--- config.mk ---
export PLATFORM = sky130hd
export DESIGN_NAME = ptp_timer_top
export DESIGN_NICKNAME = d
export VERILOG_FILES = /design/src/verilog/ptp_pkg.sv /design/src/verilog/ptp_regs.sv /design/src/verilog/rtc_counter.sv /design/src/verilog/trigger_gen.sv /design/src/verilog/ptp_timer_top.sv
export VERILOG_INCLUDE_DIRS = /design/src /design/src/verilog
export SDC_FILE = /design/constraint.sdc
export NUM_CORES = 1
export LEC_CHECK = 0
export BUFFER_PORTS_ARGS = -buffer_cell sky130_fd_sc_hd__buf_2
export CAP_MARGIN = 20
export CORE_UTILIZATION = 40
export CTS_CLUSTER_SIZE = 28
export DETAILED_ROUTE_END_ITERATION = 10
export PLACE_DENSITY = 0.58
export SYNTH_ARGS = -nofsm -noshare
export SYNTH_HDL_FRONTEND = slang
export SYNTH_HIERARCHICAL = 1
export SYNTH_SLANG_ARGS = --single-unit
--- constraint.sdc ---
create_clock -name clk -period 9 [get_ports clk]
set_clock_uncertainty 0.1 [all_clocks]
set_input_delay 1.35 -clock clk [delete_from_list [all_inputs] [get_ports clk]]
set_output_delay 1.35 -clock clk [all_outputs]
set_load 0.005 [all_outputs]
--- src/verilog/version.svh ---
`ifndef VERSION_SVH
`define VERSION_SVH

// identification words, read back at addresses 1 to 4
localparam logic [31:0] PRODUCT_ID = 32'h0000_1588;
localparam logic [31:0] VERSION    = 32'h0001_0002;

// build stamp words
localparam logic [31:0] BUILD_DATE = 32'h0BD0_0001;
localparam logic [31:0] BUILD_TIME = 32'h0B70_0001;

`endif

--- src/verilog/ptp_pkg.sv ---
`default_nettype none

package ptp_pkg;

    // ------------------------------
    // host bus
    // ------------------------------
    localparam int ADDR_WIDTH = 10;
    localparam int DATA_WIDTH = 32;

    // identification block
    localparam logic [ADDR_WIDTH-1:0] ADDR_PRODUCT_ID      = 10'd1;
    localparam logic [ADDR_WIDTH-1:0] ADDR_VERSION         = 10'd2;
    localparam logic [ADDR_WIDTH-1:0] ADDR_BUILD_DATE      = 10'd3;
    localparam logic [ADDR_WIDTH-1:0] ADDR_BUILD_TIME      = 10'd4;
    localparam logic [ADDR_WIDTH-1:0] ADDR_SCRATCH         = 10'd8;

    // rtc block
    localparam logic [ADDR_WIDTH-1:0] ADDR_RTC_MODE        = 10'd16;
    localparam logic [ADDR_WIDTH-1:0] ADDR_SECOND          = 10'd17;
    localparam logic [ADDR_WIDTH-1:0] ADDR_NANOSECOND      = 10'd18;
    localparam logic [ADDR_WIDTH-1:0] ADDR_TIMESET         = 10'd19;
    localparam logic [ADDR_WIDTH-1:0] ADDR_TIMEGET         = 10'd20;
    localparam logic [ADDR_WIDTH-1:0] ADDR_STAT_SECOND     = 10'd21;
    localparam logic [ADDR_WIDTH-1:0] ADDR_STAT_NANOSECOND = 10'd22;

    // trigger block
    localparam logic [ADDR_WIDTH-1:0] ADDR_TRIG_ENABLE     = 10'd32;
    localparam logic [ADDR_WIDTH-1:0] ADDR_TRIG_SOURCE     = 10'd33;
    localparam logic [ADDR_WIDTH-1:0] ADDR_TRIG_SECOND     = 10'd34;
    localparam logic [ADDR_WIDTH-1:0] ADDR_TRIG_NANOSECOND = 10'd35;

    localparam logic [DATA_WIDTH-1:0] UNMAPPED_DATA = 32'hDEADBEEF;

    // ------------------------------
    // timekeeping
    // ------------------------------
    // 100 MHz clock, 10 ns per tick
    localparam logic [31:0] NS_PER_CLK = 32'd10;
    localparam logic [31:0] NS_PER_SEC = 32'd1_000_000_000;

    // trigger sources, code 2 is reserved and never fires
    localparam logic [1:0] TRIG_SRC_MCU = 2'd0;
    localparam logic [1:0] TRIG_SRC_EXT = 2'd1;
    localparam logic [1:0] TRIG_SRC_RTC = 2'd3;

endpackage

`default_nettype wire

--- src/verilog/ptp_regs.sv ---
`default_nettype none

module ptp_regs (
    input  var logic                            clk,
    input  var logic                            rst,
    // host write channel
    input  var logic [ptp_pkg::ADDR_WIDTH-1:0]  up_wr_addr,
    input  var logic                            up_wr_req,
    input  var logic [ptp_pkg::DATA_WIDTH-1:0]  up_wr_din,
    output var logic                            up_wr_ack,
    // host read channel
    input  var logic [ptp_pkg::ADDR_WIDTH-1:0]  up_rd_addr,
    input  var logic                            up_rd_req,
    output var logic [ptp_pkg::DATA_WIDTH-1:0]  up_rd_dout,
    output var logic                            up_rd_ack,
    // general purpose
    output var logic [31:0]                     ctrl_scratch,
    // rtc control, mode 0 = normal, 1 = pps
    output var logic                            ctrl_rtc_mode,
    output var logic [31:0]                     ctrl_second,
    output var logic [31:0]                     ctrl_nanosecond,
    output var logic                            ctrl_timeset,
    output var logic                            ctrl_timeget,
    // rtc snapshot
    input  var logic [31:0]                     stat_second,
    input  var logic [31:0]                     stat_nanosecond,
    // trigger control
    output var logic                            ctrl_trigger_enable,
    output var logic [1:0]                      ctrl_trigger_source,
    output var logic [31:0]                     ctrl_trigger_second,
    output var logic [31:0]                     ctrl_trigger_nanosecond
);

    // address map
    //   1..4    identification (read only)
    //   8       scratch
    //   16..18  rtc mode, second, nanosecond
    //   19, 20  timeset / timeget pulses, read as zero
    //   21, 22  snapshot second, nanosecond (read only)
    //   32..35  trigger enable, source, second, nanosecond

`include "version.svh"

    // ------------------------------
    // write side
    // ------------------------------

    // held registers
    always_ff @(posedge clk) begin
        if (rst) begin
            ctrl_scratch            <= '0;
            ctrl_rtc_mode           <= 1'b0;
            ctrl_second             <= '0;
            ctrl_nanosecond         <= '0;
            ctrl_trigger_enable     <= 1'b0;
            ctrl_trigger_source     <= '0;
            ctrl_trigger_second     <= '0;
            ctrl_trigger_nanosecond <= '0;
        end else if (up_wr_req) begin
            case (up_wr_addr)
                ptp_pkg::ADDR_SCRATCH: begin
                    ctrl_scratch <= up_wr_din;
                end
                ptp_pkg::ADDR_RTC_MODE: begin
                    ctrl_rtc_mode <= up_wr_din[0];
                end
                ptp_pkg::ADDR_SECOND: begin
                    ctrl_second <= up_wr_din;
                end
                ptp_pkg::ADDR_NANOSECOND: begin
                    ctrl_nanosecond <= up_wr_din;
                end
                ptp_pkg::ADDR_TRIG_ENABLE: begin
                    ctrl_trigger_enable <= up_wr_din[0];
                end
                ptp_pkg::ADDR_TRIG_SOURCE: begin
                    ctrl_trigger_source <= up_wr_din[1:0];
                end
                ptp_pkg::ADDR_TRIG_SECOND: begin
                    ctrl_trigger_second <= up_wr_din;
                end
                ptp_pkg::ADDR_TRIG_NANOSECOND: begin
                    ctrl_trigger_nanosecond <= up_wr_din;
                end
                default: begin
                end
            endcase
        end
    end

    // self-clearing strobes, high for one cycle after the write
    always_ff @(posedge clk) begin
        if (rst) begin
            ctrl_timeset <= 1'b0;
            ctrl_timeget <= 1'b0;
        end else begin
            ctrl_timeset <= up_wr_req && (up_wr_addr == ptp_pkg::ADDR_TIMESET)
                            && up_wr_din[0];
            ctrl_timeget <= up_wr_req && (up_wr_addr == ptp_pkg::ADDR_TIMEGET)
                            && up_wr_din[0];
        end
    end

    // every write is taken, ack one cycle later
    always_ff @(posedge clk) begin
        if (rst) begin
            up_wr_ack <= 1'b0;
        end else begin
            up_wr_ack <= up_wr_req;
        end
    end

    // ------------------------------
    // read side
    // ------------------------------

    // data holds until the next read request
    always_ff @(posedge clk) begin
        if (rst) begin
            up_rd_dout <= '0;
        end else if (up_rd_req) begin
            case (up_rd_addr)
                ptp_pkg::ADDR_PRODUCT_ID:      up_rd_dout <= PRODUCT_ID;
                ptp_pkg::ADDR_VERSION:         up_rd_dout <= VERSION;
                ptp_pkg::ADDR_BUILD_DATE:      up_rd_dout <= BUILD_DATE;
                ptp_pkg::ADDR_BUILD_TIME:      up_rd_dout <= BUILD_TIME;
                ptp_pkg::ADDR_SCRATCH:         up_rd_dout <= ctrl_scratch;
                ptp_pkg::ADDR_RTC_MODE:        up_rd_dout <= {31'b0, ctrl_rtc_mode};
                ptp_pkg::ADDR_SECOND:          up_rd_dout <= ctrl_second;
                ptp_pkg::ADDR_NANOSECOND:      up_rd_dout <= ctrl_nanosecond;
                ptp_pkg::ADDR_TIMESET:         up_rd_dout <= '0;
                ptp_pkg::ADDR_TIMEGET:         up_rd_dout <= '0;
                ptp_pkg::ADDR_STAT_SECOND:     up_rd_dout <= stat_second;
                ptp_pkg::ADDR_STAT_NANOSECOND: up_rd_dout <= stat_nanosecond;
                ptp_pkg::ADDR_TRIG_ENABLE:     up_rd_dout <= {31'b0, ctrl_trigger_enable};
                ptp_pkg::ADDR_TRIG_SOURCE:     up_rd_dout <= {30'b0, ctrl_trigger_source};
                ptp_pkg::ADDR_TRIG_SECOND:     up_rd_dout <= ctrl_trigger_second;
                ptp_pkg::ADDR_TRIG_NANOSECOND: up_rd_dout <= ctrl_trigger_nanosecond;
                default:                       up_rd_dout <= ptp_pkg::UNMAPPED_DATA;
            endcase
        end
    end

    // read response after one clock
    always_ff @(posedge clk) begin
        if (rst) begin
            up_rd_ack <= 1'b0;
        end else begin
            up_rd_ack <= up_rd_req;
        end
    end

endmodule

`default_nettype wire

--- src/verilog/rtc_counter.sv ---
`default_nettype none

module rtc_counter (
    input  var logic        clk,
    input  var logic        rst,
    // asynchronous pulse per second
    input  var logic        pps_in,
    // control from the register block
    input  var logic        ctrl_rtc_mode,
    input  var logic [31:0] ctrl_second,
    input  var logic [31:0] ctrl_nanosecond,
    input  var logic        ctrl_timeset,
    input  var logic        ctrl_timeget,
    // live time
    output var logic [31:0] rtc_second,
    output var logic [31:0] rtc_nanosecond,
    // snapshot
    output var logic [31:0] stat_second,
    output var logic [31:0] stat_nanosecond,
    output var logic        pps_rise
);

    logic        pps_meta;
    logic        pps_sync;
    logic        pps_sync_d;
    logic [32:0] ns_sum;
    logic        ns_wrap;

    // ------------------------------
    // pps synchronizer
    // ------------------------------

    // two flops, then edge detect, pulse 3 cycles after the input edge
    always_ff @(posedge clk) begin
        if (rst) begin
            pps_meta   <= 1'b0;
            pps_sync   <= 1'b0;
            pps_sync_d <= 1'b0;
            pps_rise   <= 1'b0;
        end else begin
            pps_meta   <= pps_in;
            pps_sync   <= pps_meta;
            pps_sync_d <= pps_sync;
            pps_rise   <= pps_sync && !pps_sync_d;
        end
    end

    // ------------------------------
    // time counter
    // ------------------------------

    // one extra bit so a loaded value near the top cannot overflow
    assign ns_sum  = {1'b0, rtc_nanosecond} + {1'b0, ptp_pkg::NS_PER_CLK};
    assign ns_wrap = (ns_sum >= {1'b0, ptp_pkg::NS_PER_SEC});

    always_ff @(posedge clk) begin
        if (rst) begin
            rtc_second     <= '0;
            rtc_nanosecond <= '0;
        end else if (ctrl_timeset) begin
            rtc_second     <= ctrl_second;
            rtc_nanosecond <= ctrl_nanosecond;
        end else if (ctrl_rtc_mode) begin
            // pps mode, the pulse marks the second boundary
            if (pps_rise) begin
                rtc_second     <= rtc_second + 32'd1;
                rtc_nanosecond <= '0;
            end else if (ns_wrap) begin
                rtc_nanosecond <= ptp_pkg::NS_PER_SEC - ptp_pkg::NS_PER_CLK;
            end else begin
                rtc_nanosecond <= ns_sum[31:0];
            end
        end else if (ns_wrap) begin
            rtc_second     <= rtc_second + 32'd1;
            rtc_nanosecond <= ns_sum[31:0] - ptp_pkg::NS_PER_SEC;
        end else begin
            rtc_nanosecond <= ns_sum[31:0];
        end
    end

    // snapshot for the host
    always_ff @(posedge clk) begin
        if (rst) begin
            stat_second     <= '0;
            stat_nanosecond <= '0;
        end else if (ctrl_timeget) begin
            stat_second     <= rtc_second;
            stat_nanosecond <= rtc_nanosecond;
        end
    end

endmodule

`default_nettype wire

--- src/verilog/trigger_gen.sv ---
`default_nettype none

module trigger_gen (
    input  var logic        clk,
    input  var logic        rst,
    // control from the register block
    input  var logic        ctrl_trigger_enable,
    input  var logic [1:0]  ctrl_trigger_source,
    input  var logic [31:0] ctrl_trigger_second,
    input  var logic [31:0] ctrl_trigger_nanosecond,
    // live time and pps from the rtc
    input  var logic [31:0] rtc_second,
    input  var logic [31:0] rtc_nanosecond,
    input  var logic        pps_rise,
    // one-cycle output pulse
    output var logic        trigger_out
);

    logic enable_d;
    logic enable_rise;
    logic enable_fall;
    logic armed;
    logic time_reached;
    logic event_hit;
    logic fire;

    // ------------------------------
    // arming
    // ------------------------------

    assign enable_rise = ctrl_trigger_enable && !enable_d;
    assign enable_fall = !ctrl_trigger_enable && enable_d;

    // seconds decide first, nanoseconds only on equal seconds
    assign time_reached = (rtc_second > ctrl_trigger_second) ||
                          ((rtc_second == ctrl_trigger_second) &&
                           (rtc_nanosecond >= ctrl_trigger_nanosecond));

    always_comb begin
        case (ctrl_trigger_source)
            ptp_pkg::TRIG_SRC_MCU: event_hit = 1'b1;
            ptp_pkg::TRIG_SRC_EXT: event_hit = pps_rise;
            ptp_pkg::TRIG_SRC_RTC: event_hit = time_reached;
            default:               event_hit = 1'b0;
        endcase
    end

    assign fire = armed && event_hit;

    // one shot per arming
    always_ff @(posedge clk) begin
        if (rst) begin
            enable_d <= 1'b0;
            armed    <= 1'b0;
        end else begin
            enable_d <= ctrl_trigger_enable;
            if (enable_fall) begin
                armed <= 1'b0;
            end else if (enable_rise) begin
                armed <= 1'b1;
            end else if (fire) begin
                armed <= 1'b0;
            end
        end
    end

    // ------------------------------
    // output
    // ------------------------------

    always_ff @(posedge clk) begin
        if (rst) begin
            trigger_out <= 1'b0;
        end else begin
            trigger_out <= fire;
        end
    end

endmodule

`default_nettype wire

--- src/verilog/ptp_timer_top.sv ---
`default_nettype none

module ptp_timer_top (
    input  var logic                            clk,
    input  var logic                            rst,
    // host register bus
    input  var logic [ptp_pkg::ADDR_WIDTH-1:0]  up_wr_addr,
    input  var logic                            up_wr_req,
    input  var logic [ptp_pkg::DATA_WIDTH-1:0]  up_wr_din,
    output var logic                            up_wr_ack,
    input  var logic [ptp_pkg::ADDR_WIDTH-1:0]  up_rd_addr,
    input  var logic                            up_rd_req,
    output var logic [ptp_pkg::DATA_WIDTH-1:0]  up_rd_dout,
    output var logic                            up_rd_ack,
    // timing i/o
    input  var logic                            pps_in,
    output var logic                            trigger_out
);

    // register block to rtc
    logic        ctrl_rtc_mode;
    logic [31:0] ctrl_second;
    logic [31:0] ctrl_nanosecond;
    logic        ctrl_timeset;
    logic        ctrl_timeget;
    logic [31:0] stat_second;
    logic [31:0] stat_nanosecond;

    // register block to trigger
    logic        ctrl_trigger_enable;
    logic [1:0]  ctrl_trigger_source;
    logic [31:0] ctrl_trigger_second;
    logic [31:0] ctrl_trigger_nanosecond;

    // rtc to trigger
    logic [31:0] rtc_second;
    logic [31:0] rtc_nanosecond;
    logic        pps_rise;

    // scratch stays inside the register block
    ptp_regs u_regs (
        .clk                     (clk),
        .rst                     (rst),
        .up_wr_addr              (up_wr_addr),
        .up_wr_req               (up_wr_req),
        .up_wr_din               (up_wr_din),
        .up_wr_ack               (up_wr_ack),
        .up_rd_addr              (up_rd_addr),
        .up_rd_req               (up_rd_req),
        .up_rd_dout              (up_rd_dout),
        .up_rd_ack               (up_rd_ack),
        .ctrl_scratch            (),
        .ctrl_rtc_mode           (ctrl_rtc_mode),
        .ctrl_second             (ctrl_second),
        .ctrl_nanosecond         (ctrl_nanosecond),
        .ctrl_timeset            (ctrl_timeset),
        .ctrl_timeget            (ctrl_timeget),
        .stat_second             (stat_second),
        .stat_nanosecond         (stat_nanosecond),
        .ctrl_trigger_enable     (ctrl_trigger_enable),
        .ctrl_trigger_source     (ctrl_trigger_source),
        .ctrl_trigger_second     (ctrl_trigger_second),
        .ctrl_trigger_nanosecond (ctrl_trigger_nanosecond)
    );

    rtc_counter u_rtc (
        .clk             (clk),
        .rst             (rst),
        .pps_in          (pps_in),
        .ctrl_rtc_mode   (ctrl_rtc_mode),
        .ctrl_second     (ctrl_second),
        .ctrl_nanosecond (ctrl_nanosecond),
        .ctrl_timeset    (ctrl_timeset),
        .ctrl_timeget    (ctrl_timeget),
        .rtc_second      (rtc_second),
        .rtc_nanosecond  (rtc_nanosecond),
        .stat_second     (stat_second),
        .stat_nanosecond (stat_nanosecond),
        .pps_rise        (pps_rise)
    );

    trigger_gen u_trigger (
        .clk                     (clk),
        .rst                     (rst),
        .ctrl_trigger_enable     (ctrl_trigger_enable),
        .ctrl_trigger_source     (ctrl_trigger_source),
        .ctrl_trigger_second     (ctrl_trigger_second),
        .ctrl_trigger_nanosecond (ctrl_trigger_nanosecond),
        .rtc_second              (rtc_second),
        .rtc_nanosecond          (rtc_nanosecond),
        .pps_rise                (pps_rise),
        .trigger_out             (trigger_out)
    );

endmodule

`default_nettype wire

Word level (Yosys, flattened, before mapping)
Cells that the tools add are included.
Cells by class
  $add $sub $neg: 3
  $lt $le $gt $ge: 3
  equal/unequal tests: 30
  mux-type cells: 13
  reduce and logical (&&, ||, !) cells: 27
Operators by type and width (count)
  32-bit one-hot mux with 15 select lines: 1
  32-bit two-way mux: 9
  10-bit by 5-bit equality test with 1-bit output (second input constant): 12
  10-bit by 6-bit equality test with 1-bit output (second input constant): 8
  32-bit by 4-bit adder with 33-bit output (second input constant): 1
  33-bit by 30-bit >= comparator with 1-bit output (second input constant): 1
  32-bit by 1-bit adder with 32-bit output (second input constant): 1
  32-bit equality test: 1
  32-bit >= comparator: 1
  32-bit > comparator: 1
  32-bit by 30-bit subtractor with 32-bit output (second input constant): 1
  10-bit by 2-bit equality test with 1-bit output (second input constant): 2
  10-bit by 4-bit equality test with 1-bit output (second input constant): 2
  2-bit AND reduction: 9
  10-bit by 1-bit equality test with 1-bit output (second input constant): 1
  10-bit by 3-bit equality test with 1-bit output (second input constant): 1
  1-bit logical AND: 9
  2-bit OR reduction: 2
  1-bit zero test: 3
  3-bit by 2-bit inequality test with 1-bit output (second input constant): 1
  1-bit one-hot mux with 3 select lines: 1
  3-bit nonzero test: 1
  2-bit by 1-bit equality test with 1-bit output (second input constant): 1
  2-bit equality test (second input constant): 1
  other kinds (4): 5
Word-level totals
  register bits after elaboration: 335
  input port bits: 57
  output and inout bits: 35
  word-level logic and storage cells: 100

Logic depth before layout (Yosys ltp)
  depth after elaboration: 7
  mapped depth: 14

By module
The synthesis kept the hierarchy.
Modules (own cells, without submodules)
  ptp_regs: times used 1, cells each 939, area an instance 9027.4 um^2, seq. area each 4003.8 um^2
  rtc_counter: times used 1, cells each 877, area an instance 7269.5 um^2, seq. area each 2642.5 um^2
  trigger_gen: times used 1, cells each 236, area an instance 1727.9 um^2, seq. area each 60.1 um^2

Worst setup path after synthesis
Ideal clock, no wire load.
  kind: flip-flop to flip-flop
  start point: reg u_rtc.rtc_nanosecond[1]
  end point: reg u_rtc.rtc_second[27]
  setup time: 0.117 ns
  arrival time: 3.265 ns
  data required time: 8.783 ns
  setup slack: 5.517 ns
  cell stages (with the launch flop): 13
  clock period less this slack: 3.483 ns
  cells stage by stage: dfxtp_1 -> ha_1 -> o2111ai_2 -> or4_1 -> or3_1 -> a22oi_1 -> nand3_1 -> nor4_4 -> o21a_2 -> o21ai_2 -> buf_6 -> a22o_1 -> a32o_1
On the way
  word-level cells in the longest chain between the ends: 4
RTL lines
  start: declaration: line rtc_counter.sv:16  | output var logic [31:0] rtc_nanosecond,
  start signal: assignment: line rtc_counter.sv:62  | rtc_nanosecond <= ctrl_nanosecond;
  start signal: assignment: line rtc_counter.sv:69  | rtc_nanosecond <= ptp_pkg::NS_PER_SEC - ptp_pkg::NS_PER_CLK;
  start signal: assignment: line rtc_counter.sv:71  | rtc_nanosecond <= ns_sum[31:0];
  32-bit by 4-bit adder with 33-bit output: line rtc_counter.sv:53  | assign ns_sum = {1'b0, rtc_nanosecond} + {1'b0, ptp_pkg::NS_PER_CLK};
  33-bit by 30-bit >= comparator with 1-bit output: line rtc_counter.sv:54  | assign ns_wrap = (ns_sum >= {1'b0, ptp_pkg::NS_PER_SEC});
  3-bit nonzero test (no source line)
  2-bit AND reduction (no source line)
  end signal: assignment: line rtc_counter.sv:61  | rtc_second <= ctrl_second;
  end signal: assignment: line rtc_counter.sv:66  | rtc_second <= rtc_second + 32'd1;
  end signal: assignment: line rtc_counter.sv:74  | rtc_second <= rtc_second + 32'd1;
  end: declaration: line rtc_counter.sv:15  | output var logic [31:0] rtc_second,
No other way between the ends.
A chain may end at the register's enable or synchronous reset.

Final worst setup path
  start point: reg u_rtc.rtc_nanosecond[7]
  end point: reg u_rtc.rtc_second[11]
Same word-level chain as after synthesis.

==> run_results.csv <==
group,metric,value,unit
run_status,status,"finished, final reports clean",
cells_and_area,area_growth,11.4,%
worst_setup_path,end_kind,"flip-flop",
worst_setup_path,r2r_end,"u_rtc/rtc_second[11]$_SDFFE_PP0P_",
place,dpl-instance-area,18800,µm²
worst_setup_path,path_max_fanout,15,
logic_synthesis,ys_types,105,
logic_synthesis,async_flop_share,0,%
cells_and_area,fin_nets,2197,
clock_tree,tritoncts,"yes",
timing,drv_slew,0,
timing,period_minus_slack,4.82,ns
drt,drtAntennaViolNets,0,
die,row_count,77,
timing,slew_headroom,23.9,%
timing,worst_pin_slew,1.13,ns
clock_tree,cts.clk_slew.worst_paths,0.06,ns
die,fp.dieH,214,µm
logic_synthesis,syn_nets,2176,
die,dieArea,45900,µm²
worst_setup_path,reg2reg_slack,4.18,ns
clock_tree,htreeDepth,2,
pwr,ir_drop,0.000149,V
drt,wl_met1,29000,µm
worst_setup_path,start_kind,"flip-flop",
worst_setup_path,reg2reg_depth,10,
place,dp_hpwl,47400,µm
logic_synthesis,synthesis.area,18000,µm²
drt,route.met3.wl,4840,µm
grt,grt.total_usage,28.5,%
place,portBuffers,91,
drt,wl_per_cell,25.2,µm
drt,wl_met2,30300,µm
drt,initialDrtViolationCount,1699,
place,pre_cts_ws,4.34,ns
die,io_pins,92,
logic_synthesis,syn_inst,2052,
grt,overflow,0,
timing,timing.fmax,0.207,GHz
logic_synthesis,synth_area_leader_cell,"dfxtp_1",
die,dieWidth,214,µm
drt,vias_per_cell,6.17,
timing,finalWorstSetupSlack,4.18,ns
clock_tree,ctsResizeCount,0,
cells_and_area,antennaDiodeCount,0,
grt,grt_pass1_vias,15500,
timing,fin_setup_tns,0,ns
clock_tree,numCtsBuffers,38,
drt,finalWirelength,67800,µm
cells_and_area,drive_above_1_share,11.6,%
logic_synthesis,yosysWarnings,6,
place,place_congestion,0.901,
logic_synthesis,synthTopCellsByCount,"dfxtp_1, nor2_1, mux2i_1, nand2_1, inv_1",
drt,routed-via-count,16600,
logic_synthesis,synth_ff_type,"dfxtp_1",
logic_synthesis,yosys.area.top_type_share,37.2,%
cells_and_area,stdcell_area,20100,µm²
clock_tree,clk-insertion-delay-late,0.55,ns
clock_tree,ctsHoldBuffers,0,
clock_tree,post_cts_buffers,0,
grt,grt_antenna_before_repair,1,
clock_tree,cts_sinks,335,
hold_path,min_path_type,"flip-flop to flip-flop",
grt,grt_pass1_wl,100000,µm
grt,grt_max_degree,85,
logic_synthesis,yosysSeqAreaShare,37.2,%
worst_setup_path,path_class,"flip-flop to flip-flop",
pwr,leakage,7.73,nW
logic_synthesis,syn_area_per_cell,8.78,µm²
worst_setup_path,arrival,5.20,ns
drt,firstDrtPassIters,8,
worst_setup_path,required,9.37,ns
clock_tree,root_buffer,"clkbuf_16",
clock_tree,cts_buffer_depth,3,
drt,dr.max_layer_used,"met5",
timing,hold_viol,0,
worst_setup_path,crit_start,"u_rtc/rtc_nanosecond[7]$_SDFF_PP0_",
worst_setup_path,rr_startpoint,"u_rtc/rtc_nanosecond[7]$_SDFF_PP0_",
die,core_area,44300,µm²
logic_synthesis,synth_seq_cells,335,
timing,fin_crit_sh,53.6,%
timing,setup_viol,0,
pwr,p_per_area,171,nW/µm²
logic_synthesis,synth-edff-count,0,
job,maxCapViolations,0,
logic_synthesis,synthTopCellsByArea,"dfxtp_1, mux2i_1, nor2_1, ha_1, a22oi_1",
drt,drc,0,
logic_synthesis,synth.most_common_cell,"dfxtp_1",
worst_setup_path,cp-endpoint,"u_rtc/rtc_second[11]$_SDFFE_PP0P_",
timing,rsz0062_at_grt,"no",
die,initial_core_util,40.7,%
==> layout by cell type (no fill, tap or decap), types with 29 or more instances in the layout <==
cell type  synthesis  routed
ha_1              67      67
a22oi_1           53      53
a21oi_1           69      69
buf_2             27      91
nor3_1            44      43
mux2i_1          250     250
clkbuf_16          0      39
buf_4              4      29
nand3_1           45      45
nor2_1           331     329
dfxtp_1          335     333
inv_1             87      87
o21ai_0           61      61
nand2_1           93      92
a22o_1            37      37
==> registers in the layout, summed over array words and instances, names as in the netlist <==
| name | cells |
|---|---|
| u_regs/ctrl_trigger_nanosecond | 32 |
| u_regs/up_rd_ack | 1 |
| u_trigger/armed | 1 |
| u_regs/ctrl_trigger_enable | 1 |
| u_rtc/pps_rise | 1 |
| u_trigger/trigger_out | 1 |
| u_regs/ctrl_timeset | 1 |
| u_regs/ctrl_trigger_source | 2 |
| u_regs/up_rd_dout | 32 |
| u_regs/ctrl_trigger_second | 32 |
| u_regs/ctrl_nanosecond | 32 |
| u_rtc/pps_sync | 1 |
| u_rtc/rtc_second | 32 |
| u_rtc/pps_sync_d | 1 |
| u_regs/ctrl_second | 32 |
| u_rtc/rtc_nanosecond | 32 |
| u_rtc/pps_meta | 1 |
| u_regs/up_wr_ack | 1 |
| u_regs/ctrl_scratch | 32 |
| u_regs/ctrl_rtc_mode | 1 |
| u_trigger/enable_d | 1 |
| u_rtc/stat_nanosecond | 32 |
| u_regs/ctrl_timeget | 1 |
| u_rtc/stat_second | 32 |
==> critical path, stage by stage (launching register included) <==
cell and delay [ns]:
dfxtp_1 0.64, nand4_1 0.42, or2_2 0.52, nor3_1 0.59
nand3_1 0.23, xnor2_1 0.22, nor3_1 0.44, o21a_2 0.26
o21ai_2 0.23, a21oi_2 0.84, a32o_1 0.25
==> power by group <==
part           internal, mW  leakage [nW]  total (mW)  switching, mW
Combinational        0.0943          4.40       0.299          0.204
Clock                 0.936         0.623        1.59          0.659
Sequential             1.50          2.71        1.53         0.0299
==> cell families (layout without fill, tap and decap cells) <==
family	Yosys count	after routing	share of synthesized area, %
AOI/OAI and AO/OA	465	465	19.2
xor gates and xnor gates	32	32	1.55
adders and majority gates	67	67	4.65
buffers and inverters	232	281	5.86
DFF	335	335	37.2
muxes	252	252	14.1
and+or+nand+nor	669	669	17.4
==> per-layer routing <==
metal | track usage (%) | up-vias
li1 | - | 7556
met1 | 37.9 | 8139
met2 | 44.7 | 750
met3 | 4.27 | 166
met4 | 14.9 | 2
met5 | 0 | -
==> worst min-delay path by stage <==
stage | startpoint | to | slack (ns) | cells past startpoint
CTS | u_rtc/pps_sync_d$_SDFF_PP0_ | u_rtc/pps_rise$_SDFF_PP0_ | 0.29 | 1
detailed placement | u_rtc/pps_sync_d$_SDFF_PP0_ | u_rtc/pps_rise$_SDFF_PP0_ | 0.28 | 1
finish | u_rtc/pps_sync_d$_SDFF_PP0_ | u_rtc/pps_rise$_SDFF_PP0_ | 0.29 | 1
floorplan | u_rtc/pps_sync_d$_SDFF_PP0_ | u_rtc/pps_rise$_SDFF_PP0_ | 0.27 | 1
global placement | u_rtc/pps_sync_d$_SDFF_PP0_ | u_rtc/pps_rise$_SDFF_PP0_ | 0.27 | 1
global route | u_rtc/pps_sync_d$_SDFF_PP0_ | u_rtc/pps_rise$_SDFF_PP0_ | 0.31 | 1
==> metrics by stage <==
step | power, mW | hold slack [ns] | std cells | util [%]
final | 3.42 | 0.286 | 2693 | 45.3
after global routing | 3.51 | 0.312 | 2693 | 45.3
after CTS | 3.43 | 0.286 | 2690 | 45.3
after detailed placement | 1.85 | 0.279 | 2622 | 42.4
after global placement | 1.85 | 0.272 | 2621 | 42.3
after floorplan | 1.73 | 0.267 | 2052 | -
==> final cells by class <==
type / instances / area [µm²]
sequential: 335 / 6710
multi-input combinational: 1485 / 10300
fill: 4378 / 24200
timing repair buffer: 124 / 723
inverter: 89 / 334
clock inverter: 14 / 139
tap: 592 / 741
clock buffer: 54 / 1130
(Power assumes the default switching activity.)
